==> config.mk <==
export PLATFORM = sky130hd
export DESIGN_NAME = decode_issue
export DESIGN_NICKNAME = d
export VERILOG_FILES = /design/src/common/decode_issue_pkg.sv /design/src/design/decode_issue.sv /design/src/design/issue/unit_dispatch.sv /design/src/design/issue/issue_stage.sv /design/src/design/decode/instr_decoder.sv
export VERILOG_INCLUDE_DIRS = /design/src /design/src/common
export SDC_FILE = /design/constraint.sdc
export NUM_CORES = 1
export LEC_CHECK = 0
export ABC_AREA = 1
export BUFFER_PORTS_ARGS = -buffer_cell sky130_fd_sc_hd__buf_2
export CORE_AREA = 2 2 186 188
export CTS_CLUSTER_SIZE = 10
export DETAILED_ROUTE_END_ITERATION = 8
export DIE_AREA = 0 0 188 190
export GPL_TIMING_DRIVEN = 0
export SLEW_MARGIN = 0
export SYNTH_ARGS = -nofsm -noshare
export SYNTH_HDL_FRONTEND = slang
export SYNTH_SLANG_ARGS = --single-unit
==> constraint.sdc <==
create_clock -name clk -period 5.6 [get_ports clk]
set_input_delay 0.84 -clock clk [delete_from_list [all_inputs] [get_ports clk]]
set_output_delay 0.84 -clock clk [all_outputs]
set_load 0.02 [all_outputs]
==> src/common/decode_issue_macros.svh <==
/*
 * Decode and issue stage constants
 * Widths, trimmed RV32I opcodes, function codes and unit bit positions
 */
`ifndef DECODE_ISSUE_MACROS_SVH
`define DECODE_ISSUE_MACROS_SVH

`define XLEN        32
`define REG_ADDR_W  5
`define ID_W        3
`define NUM_UNITS   3

// Unit bit positions in issue_to and unit_ready
`define UNIT_ALU    0
`define UNIT_BRANCH 1
`define UNIT_LS     2

// Opcode bits [6:2]
`define OPC_LUI       5'b01101
`define OPC_AUIPC     5'b00101
`define OPC_JAL       5'b11011
`define OPC_JALR      5'b11001
`define OPC_BRANCH    5'b11000
`define OPC_LOAD      5'b00000
`define OPC_STORE     5'b01000
`define OPC_ARITH_IMM 5'b00100
`define OPC_ARITH     5'b01100

`define FN3_ADD_SUB 3'b000
`define FN3_SLT     3'b010
`define FN3_SLTU    3'b011
`define FN3_XOR     3'b100
`define FN3_OR      3'b110
`define FN3_AND     3'b111
`define FN3_BLTU    3'b110
`define FN3_BGEU    3'b111

`define ALU_OP_ADD 2'b00
`define ALU_OP_XOR 2'b01
`define ALU_OP_OR  2'b10
`define ALU_OP_AND 2'b11

`endif
==> src/common/decode_issue_pkg.sv <==
/*
 * Shared types of the decode and issue stage
 * Vector typedefs and the packed records passed between blocks
 */
`default_nettype none

`include "decode_issue_macros.svh"

package decode_issue_pkg;

    typedef logic [`XLEN-1:0] word_t;
    typedef logic [`REG_ADDR_W-1:0] reg_addr_t;
    typedef logic [`ID_W-1:0] id_t;
    typedef logic [`NUM_UNITS-1:0] unit_vec_t;
    typedef logic [1:0] alu_logic_op_t;
    typedef logic signed [20:0] pc_offset_t;
    typedef logic [11:0] ls_offset_t;

    // From fetch
    typedef struct packed {
        logic valid;
        word_t pc;
        word_t instruction;
        id_t id;
    } decode_packet_t;

    //////////////////////////////////////////////////
    // Decoded instruction, held in the issue stage
    typedef struct packed {
        word_t pc;
        id_t id;
        logic [2:0] fn3;
        logic instr30;
        logic [4:0] opcode;
        reg_addr_t rs1_addr;
        reg_addr_t rs2_addr;
        reg_addr_t rd_addr;
        logic uses_rs1;
        logic uses_rs2;
        unit_vec_t unit_needed;
        // ALU operands used in place of register data
        word_t pre_alu_rs1;
        word_t pre_alu_rs2;
        logic rs1_use_regfile;
        logic rs2_use_regfile;
        alu_logic_op_t alu_logic_op;
        logic alu_subtract;
        logic alu_lshift;
        logic alu_shifter_path;
        logic alu_slt_path;
        // Branch unit
        pc_offset_t pc_offset;
        logic is_call;
        logic is_return;
        logic use_signed;
        // Load/store unit
        ls_offset_t ls_offset;
        logic load;
        logic store;
    } decoded_instr_t;

    //////////////////////////////////////////////////
    // Unit inputs
    typedef struct packed {
        logic [`XLEN:0] in1;
        logic [`XLEN:0] in2;
        word_t shifter_in;
        logic [`REG_ADDR_W-1:0] shift_amount;
        alu_logic_op_t logic_op;
        logic subtract;
        logic arith;
        logic lshift;
        logic shifter_path;
        logic slt_path;
    } alu_inputs_t;

    typedef struct packed {
        word_t rs1;
        word_t rs2;
        word_t pc;
        pc_offset_t pc_offset;
        logic [2:0] fn3;
        logic use_signed;
        logic jal;
        logic jalr;
        logic is_call;
        logic is_return;
    } branch_inputs_t;

    typedef struct packed {
        word_t rs1;
        word_t rs2;
        ls_offset_t offset;
        logic [2:0] fn3;
        logic load;
        logic store;
        logic forwarded_store;
    } ls_inputs_t;

endpackage

`default_nettype wire

==> src/design/decode_issue.sv <==
/*
 * Decode and issue stage, top level
 * Decoder, single-entry issue stage and unit dispatch
 */
`default_nettype none

module decode_issue (
    input  logic clk,
    input  logic rst,

    input  decode_issue_pkg::decode_packet_t decode,
    output logic decode_advance,
    input  logic flush,

    // Register file
    output decode_issue_pkg::reg_addr_t rs_addr [2],
    input  decode_issue_pkg::word_t rs_data [2],
    input  logic [1:0] rs_busy,

    // Units
    input  decode_issue_pkg::unit_vec_t unit_ready,
    output decode_issue_pkg::unit_vec_t issue_to,
    output decode_issue_pkg::id_t issue_id,
    output decode_issue_pkg::alu_inputs_t alu_inputs,
    output decode_issue_pkg::branch_inputs_t branch_inputs,
    output decode_issue_pkg::ls_inputs_t ls_inputs
);

    decode_issue_pkg::decoded_instr_t decoded;
    decode_issue_pkg::decoded_instr_t issued;

    instr_decoder u_decoder (
        .instruction (decode.instruction),
        .pc          (decode.pc),
        .id          (decode.id),
        .decoded     (decoded)
    );

    issue_stage u_issue (
        .clk            (clk),
        .rst            (rst),
        .decode         (decode),
        .decoded        (decoded),
        .flush          (flush),
        .unit_ready     (unit_ready),
        .rs_busy        (rs_busy),
        .decode_advance (decode_advance),
        .issued         (issued),
        .issue_to       (issue_to)
    );

    unit_dispatch u_dispatch (
        .issued        (issued),
        .rs_data       (rs_data),
        .rs_busy       (rs_busy),
        .alu_inputs    (alu_inputs),
        .branch_inputs (branch_inputs),
        .ls_inputs     (ls_inputs)
    );

    // Register reads follow the instruction in the issue stage
    assign rs_addr[0] = issued.rs1_addr;
    assign rs_addr[1] = issued.rs2_addr;
    assign issue_id = issued.id;

endmodule

`default_nettype wire

==> src/design/issue/unit_dispatch.sv <==
/*
 * Unit dispatch
 * Forms the ALU, branch and load/store inputs from the
 * issued instruction and the register file data
 */
`default_nettype none

module unit_dispatch (
    input  decode_issue_pkg::decoded_instr_t issued,
    input  decode_issue_pkg::word_t rs_data [2],
    input  logic [1:0] rs_busy,
    output decode_issue_pkg::alu_inputs_t alu_inputs,
    output decode_issue_pkg::branch_inputs_t branch_inputs,
    output decode_issue_pkg::ls_inputs_t ls_inputs
);

    decode_issue_pkg::word_t alu_rs1_data;
    decode_issue_pkg::word_t alu_rs2_data;
    logic sign_ext;

    //////////////////////////////////////////////////
    // ALU
    assign alu_rs1_data = issued.rs1_use_regfile ? rs_data[0] : issued.pre_alu_rs1;
    assign alu_rs2_data = issued.rs2_use_regfile ? rs_data[1] : issued.pre_alu_rs2;

    // fn3[0] set means SLTU, compare as unsigned
    assign sign_ext = ~issued.fn3[0];

    always_comb begin
        alu_inputs.in1 = {alu_rs1_data[31] & sign_ext, alu_rs1_data};
        alu_inputs.in2 = {alu_rs2_data[31] & sign_ext, alu_rs2_data};
        alu_inputs.shifter_in = rs_data[0];
        // Register form takes the amount from rs2, immediate form from the rs2 field
        alu_inputs.shift_amount = issued.opcode[3] ? rs_data[1][4:0] : issued.rs2_addr;
        alu_inputs.logic_op = issued.alu_logic_op;
        alu_inputs.subtract = issued.alu_subtract;
        // Shift-in bit for SRA
        alu_inputs.arith = alu_rs1_data[31] & issued.instr30;
        alu_inputs.lshift = issued.alu_lshift;
        alu_inputs.shifter_path = issued.alu_shifter_path;
        alu_inputs.slt_path = issued.alu_slt_path;
    end

    //////////////////////////////////////////////////
    // Branch
    always_comb begin
        branch_inputs.rs1 = rs_data[0];
        branch_inputs.rs2 = rs_data[1];
        branch_inputs.pc = issued.pc;
        branch_inputs.pc_offset = issued.pc_offset;
        branch_inputs.fn3 = issued.fn3;
        branch_inputs.use_signed = issued.use_signed;
        // Opcode bit 3 only set for JAL, bit 2 for both jumps
        branch_inputs.jal = issued.opcode[1];
        branch_inputs.jalr = ~issued.opcode[1] & issued.opcode[0];
        branch_inputs.is_call = issued.is_call;
        branch_inputs.is_return = issued.is_return;
    end

    //////////////////////////////////////////////////
    // Load/store
    always_comb begin
        ls_inputs.rs1 = rs_data[0];
        ls_inputs.rs2 = rs_data[1];
        ls_inputs.offset = issued.ls_offset;
        ls_inputs.fn3 = issued.fn3;
        ls_inputs.load = issued.load;
        ls_inputs.store = issued.store;
        // Store data still in flight, picked up by the unit later
        ls_inputs.forwarded_store = rs_busy[1] & issued.uses_rs2 & ~rs_busy[0];
    end

endmodule

`default_nettype wire

==> src/design/issue/issue_stage.sv <==
/*
 * Issue stage
 * Holds one decoded instruction and issues it to its unit
 * once the operands are free and the unit is ready
 */
`default_nettype none

`include "decode_issue_macros.svh"

module issue_stage (
    input  logic clk,
    input  logic rst,
    input  decode_issue_pkg::decode_packet_t decode,
    input  decode_issue_pkg::decoded_instr_t decoded,
    input  logic flush,
    input  decode_issue_pkg::unit_vec_t unit_ready,
    input  logic [1:0] rs_busy,
    output logic decode_advance,
    output decode_issue_pkg::decoded_instr_t issued,
    output decode_issue_pkg::unit_vec_t issue_to
);

    logic stage_valid;
    logic stage_ready;
    logic issue_valid;

    logic rs1_conflict;
    logic rs2_conflict;
    logic operands_free;
    decode_issue_pkg::unit_vec_t unit_operands_free;

    //////////////////////////////////////////////////
    // Stage register
    always_ff @(posedge clk) begin
        if (rst || flush) begin
            stage_valid <= 1'b0;
        end else if (stage_ready) begin
            stage_valid <= decode.valid;
        end
    end

    always_ff @(posedge clk) begin
        if (decode_advance) begin
            issued <= decoded;
        end
    end

    //////////////////////////////////////////////////
    // Operand hazards
    assign rs1_conflict = rs_busy[0] & issued.uses_rs1;
    assign rs2_conflict = rs_busy[1] & issued.uses_rs2;
    assign operands_free = ~rs1_conflict & ~rs2_conflict;

    // Load/store forwards a pending rs2 internally
    always_comb begin
        unit_operands_free = {`NUM_UNITS{operands_free}};
        unit_operands_free[`UNIT_LS] = ~rs1_conflict;
    end

    //////////////////////////////////////////////////
    // Issue and ready
    assign issue_valid = stage_valid & ~flush;

    // unit_needed is one-hot, so is issue_to
    assign issue_to = {`NUM_UNITS{issue_valid}} & unit_operands_free
                    & issued.unit_needed & unit_ready;

    // Empty, or emptying this cycle
    assign stage_ready = ~stage_valid | (|issue_to);
    assign decode_advance = decode.valid & stage_ready;

endmodule

`default_nettype wire

==> src/design/decode/instr_decoder.sv <==
/*
 * Instruction decoder
 * Maps one RV32I instruction to its unit, source registers,
 * ALU pre-operands and control, branch offset and load/store fields
 */
`default_nettype none

`include "decode_issue_macros.svh"

module instr_decoder (
    input  decode_issue_pkg::word_t instruction,
    input  decode_issue_pkg::word_t pc,
    input  decode_issue_pkg::id_t id,
    output decode_issue_pkg::decoded_instr_t decoded
);

    logic [4:0] opcode_trim;
    logic [2:0] fn3;
    decode_issue_pkg::reg_addr_t rs1_addr;
    decode_issue_pkg::reg_addr_t rd_addr;

    logic is_lui;
    logic is_auipc;
    logic is_jal;
    logic is_jalr;
    logic sub_instr;
    logic rs1_link;
    logic rd_link;

    decode_issue_pkg::word_t pre_alu_rs2;
    decode_issue_pkg::alu_logic_op_t logic_op;

    logic [19:0] jal_imm;
    logic [11:0] jalr_imm;
    logic [11:0] br_imm;
    decode_issue_pkg::pc_offset_t pc_offset;

    assign opcode_trim = instruction[6:2];
    assign fn3 = instruction[14:12];
    assign rs1_addr = instruction[19:15];
    assign rd_addr = instruction[11:7];

    assign is_lui = (opcode_trim == `OPC_LUI);
    assign is_auipc = (opcode_trim == `OPC_AUIPC);
    assign is_jal = (opcode_trim == `OPC_JAL);
    assign is_jalr = (opcode_trim == `OPC_JALR);

    //////////////////////////////////////////////////
    // ALU pre-operands and control
    always_comb begin
        if (is_lui || is_auipc) begin
            pre_alu_rs2 = {instruction[31:12], 12'b0};
        end else if (is_jal || is_jalr) begin
            // Link address is pc + 4
            pre_alu_rs2 = 32'd4;
        end else begin
            pre_alu_rs2 = decode_issue_pkg::word_t'($signed(instruction[31:20]));
        end
    end

    // opcode_trim[3] is opcode bit 5, the register form of ARITH
    assign sub_instr = (fn3 == `FN3_ADD_SUB) && instruction[30] && opcode_trim[3];

    always_comb begin
        case (fn3)
            `FN3_XOR: logic_op = `ALU_OP_XOR;
            `FN3_OR:  logic_op = `ALU_OP_OR;
            `FN3_AND: logic_op = `ALU_OP_AND;
            default:  logic_op = `ALU_OP_ADD;
        endcase
        // LUI, AUIPC, JAL and JALR go through the adder
        if (opcode_trim[0]) begin
            logic_op = `ALU_OP_ADD;
        end
    end

    //////////////////////////////////////////////////
    // Branch and jump offsets
    assign jal_imm = {instruction[31], instruction[19:12], instruction[20], instruction[30:21]};
    assign jalr_imm = instruction[31:20];
    assign br_imm = {instruction[31], instruction[7], instruction[30:25], instruction[11:8]};

    always_comb begin
        if (is_jalr) begin
            pc_offset = decode_issue_pkg::pc_offset_t'($signed(jalr_imm));
        end else if (is_jal) begin
            pc_offset = decode_issue_pkg::pc_offset_t'($signed({jal_imm, 1'b0}));
        end else begin
            pc_offset = decode_issue_pkg::pc_offset_t'($signed({br_imm, 1'b0}));
        end
    end

    // x1 and x5 are link registers for return-address prediction
    assign rs1_link = (rs1_addr inside {5'd1, 5'd5});
    assign rd_link = (rd_addr inside {5'd1, 5'd5});

    //////////////////////////////////////////////////
    // Decoded record
    always_comb begin
        decoded.pc = pc;
        decoded.id = id;
        decoded.fn3 = fn3;
        decoded.instr30 = instruction[30];
        decoded.opcode = opcode_trim;
        decoded.rs1_addr = rs1_addr;
        decoded.rs2_addr = instruction[24:20];
        decoded.rd_addr = rd_addr;

        decoded.uses_rs1 = !(opcode_trim inside {`OPC_LUI, `OPC_AUIPC, `OPC_JAL});
        decoded.uses_rs2 = opcode_trim inside {`OPC_BRANCH, `OPC_STORE, `OPC_ARITH};

        decoded.unit_needed = '0;
        decoded.unit_needed[`UNIT_ALU] =
            opcode_trim inside {`OPC_ARITH, `OPC_ARITH_IMM, `OPC_AUIPC, `OPC_LUI};
        decoded.unit_needed[`UNIT_BRANCH] =
            opcode_trim inside {`OPC_BRANCH, `OPC_JAL, `OPC_JALR};
        decoded.unit_needed[`UNIT_LS] = opcode_trim inside {`OPC_LOAD, `OPC_STORE};

        decoded.pre_alu_rs1 = (is_auipc || is_jal || is_jalr) ? pc : '0;
        decoded.pre_alu_rs2 = pre_alu_rs2;
        decoded.rs1_use_regfile = !(is_lui || is_auipc || is_jal || is_jalr);
        decoded.rs2_use_regfile =
            !(is_lui || is_auipc || is_jal || is_jalr || (opcode_trim == `OPC_ARITH_IMM));

        decoded.alu_logic_op = logic_op;
        decoded.alu_subtract =
            ~opcode_trim[0] & ((fn3 inside {`FN3_SLT, `FN3_SLTU}) || sub_instr);
        decoded.alu_lshift = ~fn3[2];
        // Only SLL and SRL/SRA take the shifter
        decoded.alu_shifter_path = ~(opcode_trim[0] | (fn3 inside {`FN3_SLT, `FN3_SLTU,
            `FN3_XOR, `FN3_OR, `FN3_AND, `FN3_ADD_SUB}));
        decoded.alu_slt_path = ~opcode_trim[0] & (fn3 inside {`FN3_SLT, `FN3_SLTU});

        decoded.pc_offset = pc_offset;
        decoded.is_call = (is_jal || is_jalr) && rd_link;
        decoded.is_return = is_jalr && rs1_link && (!rd_link || (rs1_addr != rd_addr));
        decoded.use_signed = !(fn3 inside {`FN3_BLTU, `FN3_BGEU});

        // Stores split the offset around rd
        decoded.ls_offset = opcode_trim[3] ? {instruction[31:25], instruction[11:7]}
                                           : instruction[31:20];
        decoded.load = (opcode_trim == `OPC_LOAD);
        decoded.store = (opcode_trim == `OPC_STORE);
    end

endmodule

`default_nettype wire

Word level (Yosys, flattened, before mapping)
Index checks and enable logic that the tools add are counted.
- equality and inequality tests: 18
- muxes and demuxes: 9
- bitwise logic cells: 27
- reductions and logical operators: 34
- operator list (operator ; count):
    $mux 32 ; 4
    $mux 20 ; 2
    $eq 5x3->1 const B ; 4
    $eq 5x4->1 const B ; 3
    $eq 5x5->1 const B ; 3
    $and 1x1->1 ; 12
    $eq 5x1->1 const B ; 2
    $logic_or 1x1->1 ; 10
    $mux 5 ; 2
    $not 1->1 ; 10
    $reduce_bool 2->1 ; 5
    $and 3x3->3 ; 3
    $eq 3x3->1 const B ; 3
    $reduce_bool 3->1 ; 3
    $eq 3x2->1 const B ; 2
    $pmux 2 s3 ; 1
    $reduce_bool 6->1 ; 1
    $logic_and 1x1->1 ; 5
    $logic_not 1->1 ; 5
    $logic_not 5->1 ; 1
    $ne 5x5->1 ; 1
    $reduce_bool 4->1 ; 1
    $logic_not 3->1 ; 1
    $reduce_or 3->1 ; 1
    2 further kinds ; 3
- flip-flop bits (word level): 169
- bits of input ports: 140
- output and inout port bits: 334
- logic and storage cells: 117

Longest topological paths before layout
Gate-level depths: netlist (run 1).
- depth in word-level cells: 9
- mapped depth: 9

Modules after synthesis
Synthesis (run 1) repeated with hierarchy kept, for this count alone.
- cell total of the unflattened synthesis: 961
- area, all modules: 9816.9 um^2
- by module, submodules not included (module ; times used ; cells each ; area an instance (um^2)):
    issue_stage ; 1 ; 200 ; 5346.4
    unit_dispatch ; 1 ; 481 ; 2901.5
    instr_decoder ; 1 ; 280 ; 1569.0

Least setup slack after synthesis (run 1)
OpenSTA, ideal clock, no wires.
- path type: input to output
- start: input rs_busy[1]
- end: output decode_advance
- arrival: 4437 ps
- slack: 323 ps
- cell stages on the path: 7
- buffers on the path: 0
- path through: nand2_1 > nand2_1 > nor2_1 > o21ai_0 > nand3_1 > nand2_1 > inv_1
- word-level cells in the longest chain between the ends: 9
- RTL lines (element ; line ; text):
    start: declaration ; decode_issue.sv:18 ; input logic [1:0] rs_busy,
    $and 1x1->1 ; issue_stage.sv:51 ; assign rs2_conflict = rs_busy[1] & issued.uses_rs2;
    $not 1->1 ; issue_stage.sv:52 ; assign operands_free = ~rs1_conflict & ~rs2_conflict;
    $and 1x1->1 ; issue_stage.sv:52 ;
    $and 3x3->3 (3 in a row) ; issue_stage.sv:65 ; assign issue_to = {`NUM_UNITS{issue_valid}} & unit_operands_free
    $reduce_or 3->1 ; issue_stage.sv:69 ; assign stage_ready = ~stage_valid | (|issue_to);
    $or 1x1->1 ; issue_stage.sv:69 ;
    $and 1x1->1 ; issue_stage.sv:70 ; assign decode_advance = decode.valid & stage_ready;
    end: declaration ; decode_issue.sv:12 ; output logic decode_advance,
No other way between the ends.

Worst setup path in the final report (run 1)
Same ends and word-level chain as after synthesis.

==> out/metrics.cfg, run 1 <==
[sta]
worstMarginPinSlew_ns = 1.065
slew-limit-headroom = 0.2826
clock_skew_ns = 0.009444
slew_viol_final = 0
setup_viol = 0
rsz0062_at_grt = no
final_hold_viol_count = 0
whs_ns = 0.5184
period_share = 0.6469
max_freq_mhz = 276.1
fin_setup_tns_ns = 0
fin_crit_ns = 3.622
fin_ws_ns = 1.978

[floorplan]
num_rows = 68
boundaryPins = 474
initial_core_util = 0.2558
die_w_microns = 188
core-area_sq_mm = 0.03395
die_y_microns = 190
dieArea_sq_mm = 0.03572

[critical_path]
required_ns = 4.76
r2r-start = u_issue.issued[114]
ff2ff_path_depth = 8
startpoint_type = primary input
worstSetupPathType = primary input to output port
critPathArrivalTime_ns = 2.78
critPathMaxFanout = 87
crit_start = rs_busy[1]
cp-end-kind = output port

[global_routing]
grt_pass1_wl_mm = 38.78
antenna_found_initial = 0
first_global_vias = 6556
grt.total_usage = 0.1456
grt-ovfl-total = 0
grt_max_degree = 88

[clock_tree]
cts.sinks = 160
cts-htree-levels = 4
cts_tree = yes
cts_made_buffers = 17
post-cts-setup-buffers = 0
ctsHoldBuffers = 0
ctsLongestPathBuffers = 2
clkTransAtPathRegs_ns = 0.07
clk_latency_ns = 0.43
ctsResizeCount = 0
clockRootBuffer = clkbuf_16

[pwr]
pwr-share-seq = 0.419
pwr-share-comb = 0.211
p_leak_uw = 0.006184
swShare = 0.2745
p_int_uw = 2475
vdd_drop_max_uv = 182.2
clockPowerShare = 0.370
power.density_mw_per_mm2 = 277.7
switching_power_uw = 936.3
total_power_uw = 3411

[placement]
finalWeightedCongestion = 0.8327
port_buffers = 471
hpwl_mm = 21.40
pre_cts_ws_ns = 1.916

[drt]
wl_mm = 26.57
first_pass_iters = 4
drtIter0Drc = 292
drtAntennaViolNets = 0
drcViolationCount = 0
dr_total_vias = 6806
wire_per_inst_microns = 15.12
route.detailed.vias_per_inst = 3.871

[min_path]
min_from = u_issue.stage_valid
worstHoldPathType = flip-flop to flip-flop
whs_path_depth = 2

[synthesis]
synth-simple-area-share = 0.09568
ys_seq_elements = 160
ys_warn_count = 0
syn_inst = 799
syn_area_sq_mm = 0.008683
synthMuxAreaShare = 0.04669
synthAdderAreaFrac = 0
ys_seq_area_frac = 0.5522
synth_top_family_by_area = buffers and inverters
synth_xor_area_frac = 0.001009
synth_compound_area_frac = 0.03429
yosysUniqueCellTypes = 29
synthesis.nets = 939
avgSynthCellArea_sq_um = 10.87

[flow_run]
maxCapViolations = 0

[cells_and_area]
fin_nets = 1430
final_layout_size_suffix_gt1_frac = 0.6378
area_growth_pct = 41.43
antenna_cells = 0

[status]
status = finished, final reports clean

-- synth_stat cells, drive strengths merged --
| library cell | instances | area [sq um] |
|---|---|---|
| inv | 74 | 280.3 |
| o22ai | 1 | 6.260 |
| a21oi | 8 | 40.04 |
| buf | 268 | 2032 |
| mux2 | 36 | 405.4 |
| clkbuf | 9 | 33.78 |
| nand4 | 2 | 12.51 |
| o21ai | 38 | 224.0 |
| or2 | 1 | 6.260 |
| xor2 | 1 | 8.760 |
| nor2 | 64 | 259.0 |
| edfxtp | 159 | 4775 |
| dfxtp | 1 | 20.02 |
| a41oi | 1 | 27.53 |
| nor3 | 6 | 35.03 |
| nand2 | 125 | 479.2 |
| nor4 | 1 | 6.260 |
| nand3 | 4 | 32.53 |
-- power groups by stage --
stage	combinational (uW)	sequential [uW]	clock [uW]
after global routing	771	1440	1360
after detailed placement	727	1460	0
final	719	1430	1260
after floorplan	458	1460	0
after global placement	717	1470	0
after CTS	729	1430	1310
-- final cells by class --
type / instances / area [sq um]
Clock inverter: 12 / 181.4
Clock buffer: 20 / 456.7
Multi-Input combinational cell: 288 / 1543
Sequential cell: 160 / 4795
Inverter: 74 / 285.3
Timing Repair Buffer: 472 / 2385
Buffer: 277 / 2066
Fill cell: 3501 / 21670
Tap cell: 455 / 569.3
-- registers in the layout, indices dropped and copies added (netlist names) --
register / cells
u_issue.stage_valid: 1
u_issue.issued: 159
-- placed cells by master, fill, tap and decap left out, types with 2 or more instances in the layout --
cell,count
o21ai_0,27
edfxtp_1,159
nor3_1,5
buf_4,256
nand4_1,2
clkinvlp_4,4
buf_6,8
clkbuf_8,2
inv_6,3
inv_2,3
buf_2,475
clkbuf_1,10
a21oi_1,8
clkbuf_16,17
inv_1,69
nand3_1,3
nand2_2,4
o21ai_1,2
o21ai_2,9
bufinv_16,4
mux2_2,36
nand2_1,121
nor2_1,62
-- logic make-up (layout without fill, tap and decap cells) --
family / after synthesis / after routing
XOR/XNOR: 1 / 1
multiplexers: 36 / 36
buffers and inverters: 351 / 855
AO/OA/AOI/OAI: 48 / 48
flip-flops: 160 / 160
AND/OR/NAND/NOR: 203 / 203
-- layer usage --
layer  vias to the layer above  part of all wire  GRT usage
li1                       3316                 -          -
met1                      3151              0.40     0.1697
met2                       315              0.51     0.2545
met3                        24             0.067    0.04077
met4                         0             0.019    0.05451
met5                         -                 0          0
-- metrics by stage --
step                  util  cell area [sq um]  cells
global placement    0.3420              11610   1725
floorplan                -               8683    799
global route        0.3618              12280   1758
CTS                 0.3618              12280   1758
finish              0.3618              12280   1758
detailed placement  0.3430              11640   1726
-- worst max-delay path: stages --
cell and delay (ns):
buf_2 0.11, nand2_1 0.08, nand2_1 0.05, nor2_1 0.13, o21ai_0 0.11, nand3_1 0.10
nand2_1 0.11, inv_6 0.49, buf_16 0.39, buf_2 0.26
-- worst paths after layout --
kind	endpoint	slack [ns]
min	u_issue.stage_valid	0.52
max reg2reg	u_issue.issued[109]	3.20
min reg2reg	u_issue.stage_valid	0.52
max	decode_advance	1.98
(Power assumes the default switching activity.)
==> inputs of run 2 (changes only) <==
--- a/config.mk
+++ b/config.mk
@@ -8,10 +8,10 @@
 export LEC_CHECK = 0
 export ABC_AREA = 1
 export BUFFER_PORTS_ARGS = -buffer_cell sky130_fd_sc_hd__buf_2
-export CORE_AREA = 2 2 186 188
+export CORE_AREA = 2 2 182 184
 export CTS_CLUSTER_SIZE = 10
 export DETAILED_ROUTE_END_ITERATION = 8
-export DIE_AREA = 0 0 188 190
+export DIE_AREA = 0 0 184 186
 export GPL_TIMING_DRIVEN = 0
 export SLEW_MARGIN = 0
 export SYNTH_ARGS = -nofsm -noshare
==> constraint.sdc (replaced) <==
create_clock -name clk -period 3.1 [get_ports clk]
set_input_delay 0.465 -clock clk [delete_from_list [all_inputs] [get_ports clk]]
set_output_delay 0.465 -clock clk [all_outputs]
set_load 0.02 [all_outputs]
==> run 2 against run 1 <==
Die area decreased by 4.2%. Wire length increased by 4.1%. Global-route usage increased by 0.85 points. Clock power increased by 83%. Hold slack got worse by 0.29 ns. Critical path type is now flip-flop to output port. Via count decreased by 0.51%. Cell count decreased by 2.4%. Flip-flop and latch count unchanged. Worst setup slack got worse by 1.6 ns. Clock skew increased by 0.0053 ns. First-iteration DRC count decreased by 12%. Utilization increased by 2.0 points.
==> out/metrics.cfg, run 2 (synthesis results as in run 1) <==
[status]
status = finished, final reports clean  ; unchanged

[clock_tree]
ctsResizeCount = 0  ; unchanged
ctsHoldBuffers = 0  ; unchanged
clk_latency_ns = 0.42  ; was 0.43 ns
cts_made_buffers = 17  ; unchanged
clockRootBuffer = clkbuf_16  ; unchanged
cts_tree = yes  ; unchanged
cts-htree-levels = 4  ; unchanged
post-cts-setup-buffers = 0  ; unchanged
cts.sinks = 160  ; unchanged
ctsLongestPathBuffers = 2  ; unchanged
clkTransAtPathRegs_ns = 0.07  ; about the same

[cells_and_area]
reg_top3 = u_issue.issued (159), u_issue.stage_valid (1)  ; unchanged
finish.utilization = 0.3815  ; was 0.3618
instances_no_fill = 1716  ; was 1758
register_area_sq_mm = 0.004795  ; unchanged
final_layout_size_suffix_gt1_frac = 0.6401  ; was 0.6378
largest_reg_flops = 159  ; unchanged
regMostFlops = u_issue.issued  ; unchanged
fin_nets = 1433  ; was 1430
area_growth_pct = 41.51  ; was 41.43%
layout_commonest_cell = buf_2  ; unchanged
multi_input_comb_area_sq_mm = 0.001560  ; was 0.001543 sq mm
layout_common_cells = buf_2, buf_4, edfxtp_1, nand2_1, inv_1  ; unchanged
nFillCells = 3252  ; was 3501

[min_path]
min_from = decode[1]  ; was u_issue.stage_valid
worstHoldPathType = primary input to flip-flop  ; was flip-flop to flip-flop

[sta]
setup_viol = 0  ; unchanged
clock_skew_ns = 0.01478  ; was 0.009444 ns
slew_viol_final = 0  ; unchanged
final_hold_viol_count = 0  ; unchanged
slew-limit-headroom = 0.5389  ; was 0.2826
fin_setup_tns_ns = 0  ; unchanged
rsz0062_at_grt = no  ; unchanged
worstMarginPinSlew_ns = 0.6917  ; was 1.065 ns
period_share = 0.8782
whs_ns = 0.2237  ; was 0.5184 ns
max_freq_mhz = 367.3
fin_crit_ns = 2.722

[global_routing]
grt-ovfl-total = 0  ; unchanged
first_global_vias = 6348  ; was 6556
grt_max_degree = 45  ; was 88
antenna_found_initial = 4  ; was 0
grt_pass1_wl_mm = 38.64  ; was 38.78 mm
grt.total_usage = 0.1541  ; was 0.1456

[pwr]
vdd_drop_max_uv = 259.8  ; was 182.2 uV
p_leak_uw = 0.006227  ; was 0.006184 uW
total_power_uw = 6200  ; was 3411 uW
power.density_mw_per_mm2 = 504.6  ; was 277.7 mW/mm^2

[drt]
wl_mm = 27.67  ; was 26.57 mm
drtAntennaViolNets = 0  ; unchanged
first_pass_iters = 4  ; unchanged
route.detailed.vias_per_inst = 3.946  ; was 3.871
wire_per_inst_microns = 16.13  ; was 15.12 microns
dr_total_vias = 6771  ; was 6806
drcViolationCount = 0  ; unchanged
drtIter0Drc = 258  ; was 292

[floorplan]
die_w_microns = 184  ; was 188 microns
core-area_sq_mm = 0.03221  ; was 0.03395 sq mm
boundaryPins = 474  ; unchanged
initial_core_util = 0.2696  ; was 0.2558
num_rows = 66  ; was 68
dieArea_sq_mm = 0.03422  ; was 0.03572 sq mm
die_y_microns = 186  ; was 190 microns

[placement]
hpwl_mm = 22.46  ; was 21.40 mm
placed_cells = 1682  ; was 1726
port_buffers = 471  ; unchanged
finalWeightedCongestion = 0.8001  ; was 0.8327

[critical_path]
critPathArrivalTime_ns = 2.26  ; was 2.78 ns
worstSetupPathType = flip-flop to output port  ; was primary input to output port
cp-end-kind = output port  ; unchanged
critPathMaxFanout = 35  ; was 87
startpoint_type = flip-flop  ; was primary input
crit_start = u_issue.issued[110]  ; was rs_busy[1]
required_ns = 2.63  ; was 4.76 ns
r2r-start = u_issue.issued[113]  ; was u_issue.issued[114]

[flow_run]
maxCapViolations = 0  ; unchanged

==> run 2: path summary, 6_finish.rpt <==
| path | endpoint | slack (ns) | depth (start not counted) |
|---|---|---|---|
| max | decode_advance | 0.38 | 8 |
| min | u_issue.issued[140] | 0.22 | 1 |
| max reg2reg | u_issue.issued[107] | 0.90 | 9 |
| min reg2reg | u_issue.stage_valid | 0.51 | 2 |
==> run 2: where the power goes <==
group / leakage [uW] / switching [uW] / internal (uW) / total (uW)
combinational: 0.00436 / 769 / 543 / 1310
sequential: 0.00156 / 44.0 / 2540 / 2580
clock: 0.000310 / 940 / 1370 / 2310
total: 0.00623 / 1750 / 4450 / 6200
==> run 2: metrics by stage <==
step / cell area [sq um] / worst slack, ns
final: 12290 / 0.3776
after global routing: 12290 / 0.2414
after CTS: 12280 / 0.3032
after detailed placement: 11650 / 0.6122
after global placement: 11570 / -2.046
after floorplan: 8705 / -0.6055
==> run 2: final cells by class <==
type / count / area share
diodes: 2 / 0.0004073
plain buffers: 277 / 0.1681
clock buffers: 17 / 0.03462
clock inverters: 15 / 0.01670
inverters: 74 / 0.02311
multi-input cells: 288 / 0.1270
flip-flops and latches: 160 / 0.3902
well taps: 408 / 0.04154
repair buffers: 475 / 0.1984
==> run 2: worst max-delay path, stage by stage (launching register included) <==
cell        delay (ns)
edfxtp_1          0.42
nand2_4           0.08
inv_1             0.04
o21ai_1           0.12
nand3_1           0.11
nand2_1           0.12
clkinvlp_4        0.42
buf_12            0.36
buf_2             0.18
==> run 2: layer usage <==
layer  GRT usage  wire length [microns]
met5           0                     23
met2      0.2823                  14430
met4     0.03712                    285
met3     0.04461                   1913
met1      0.1763                  11020
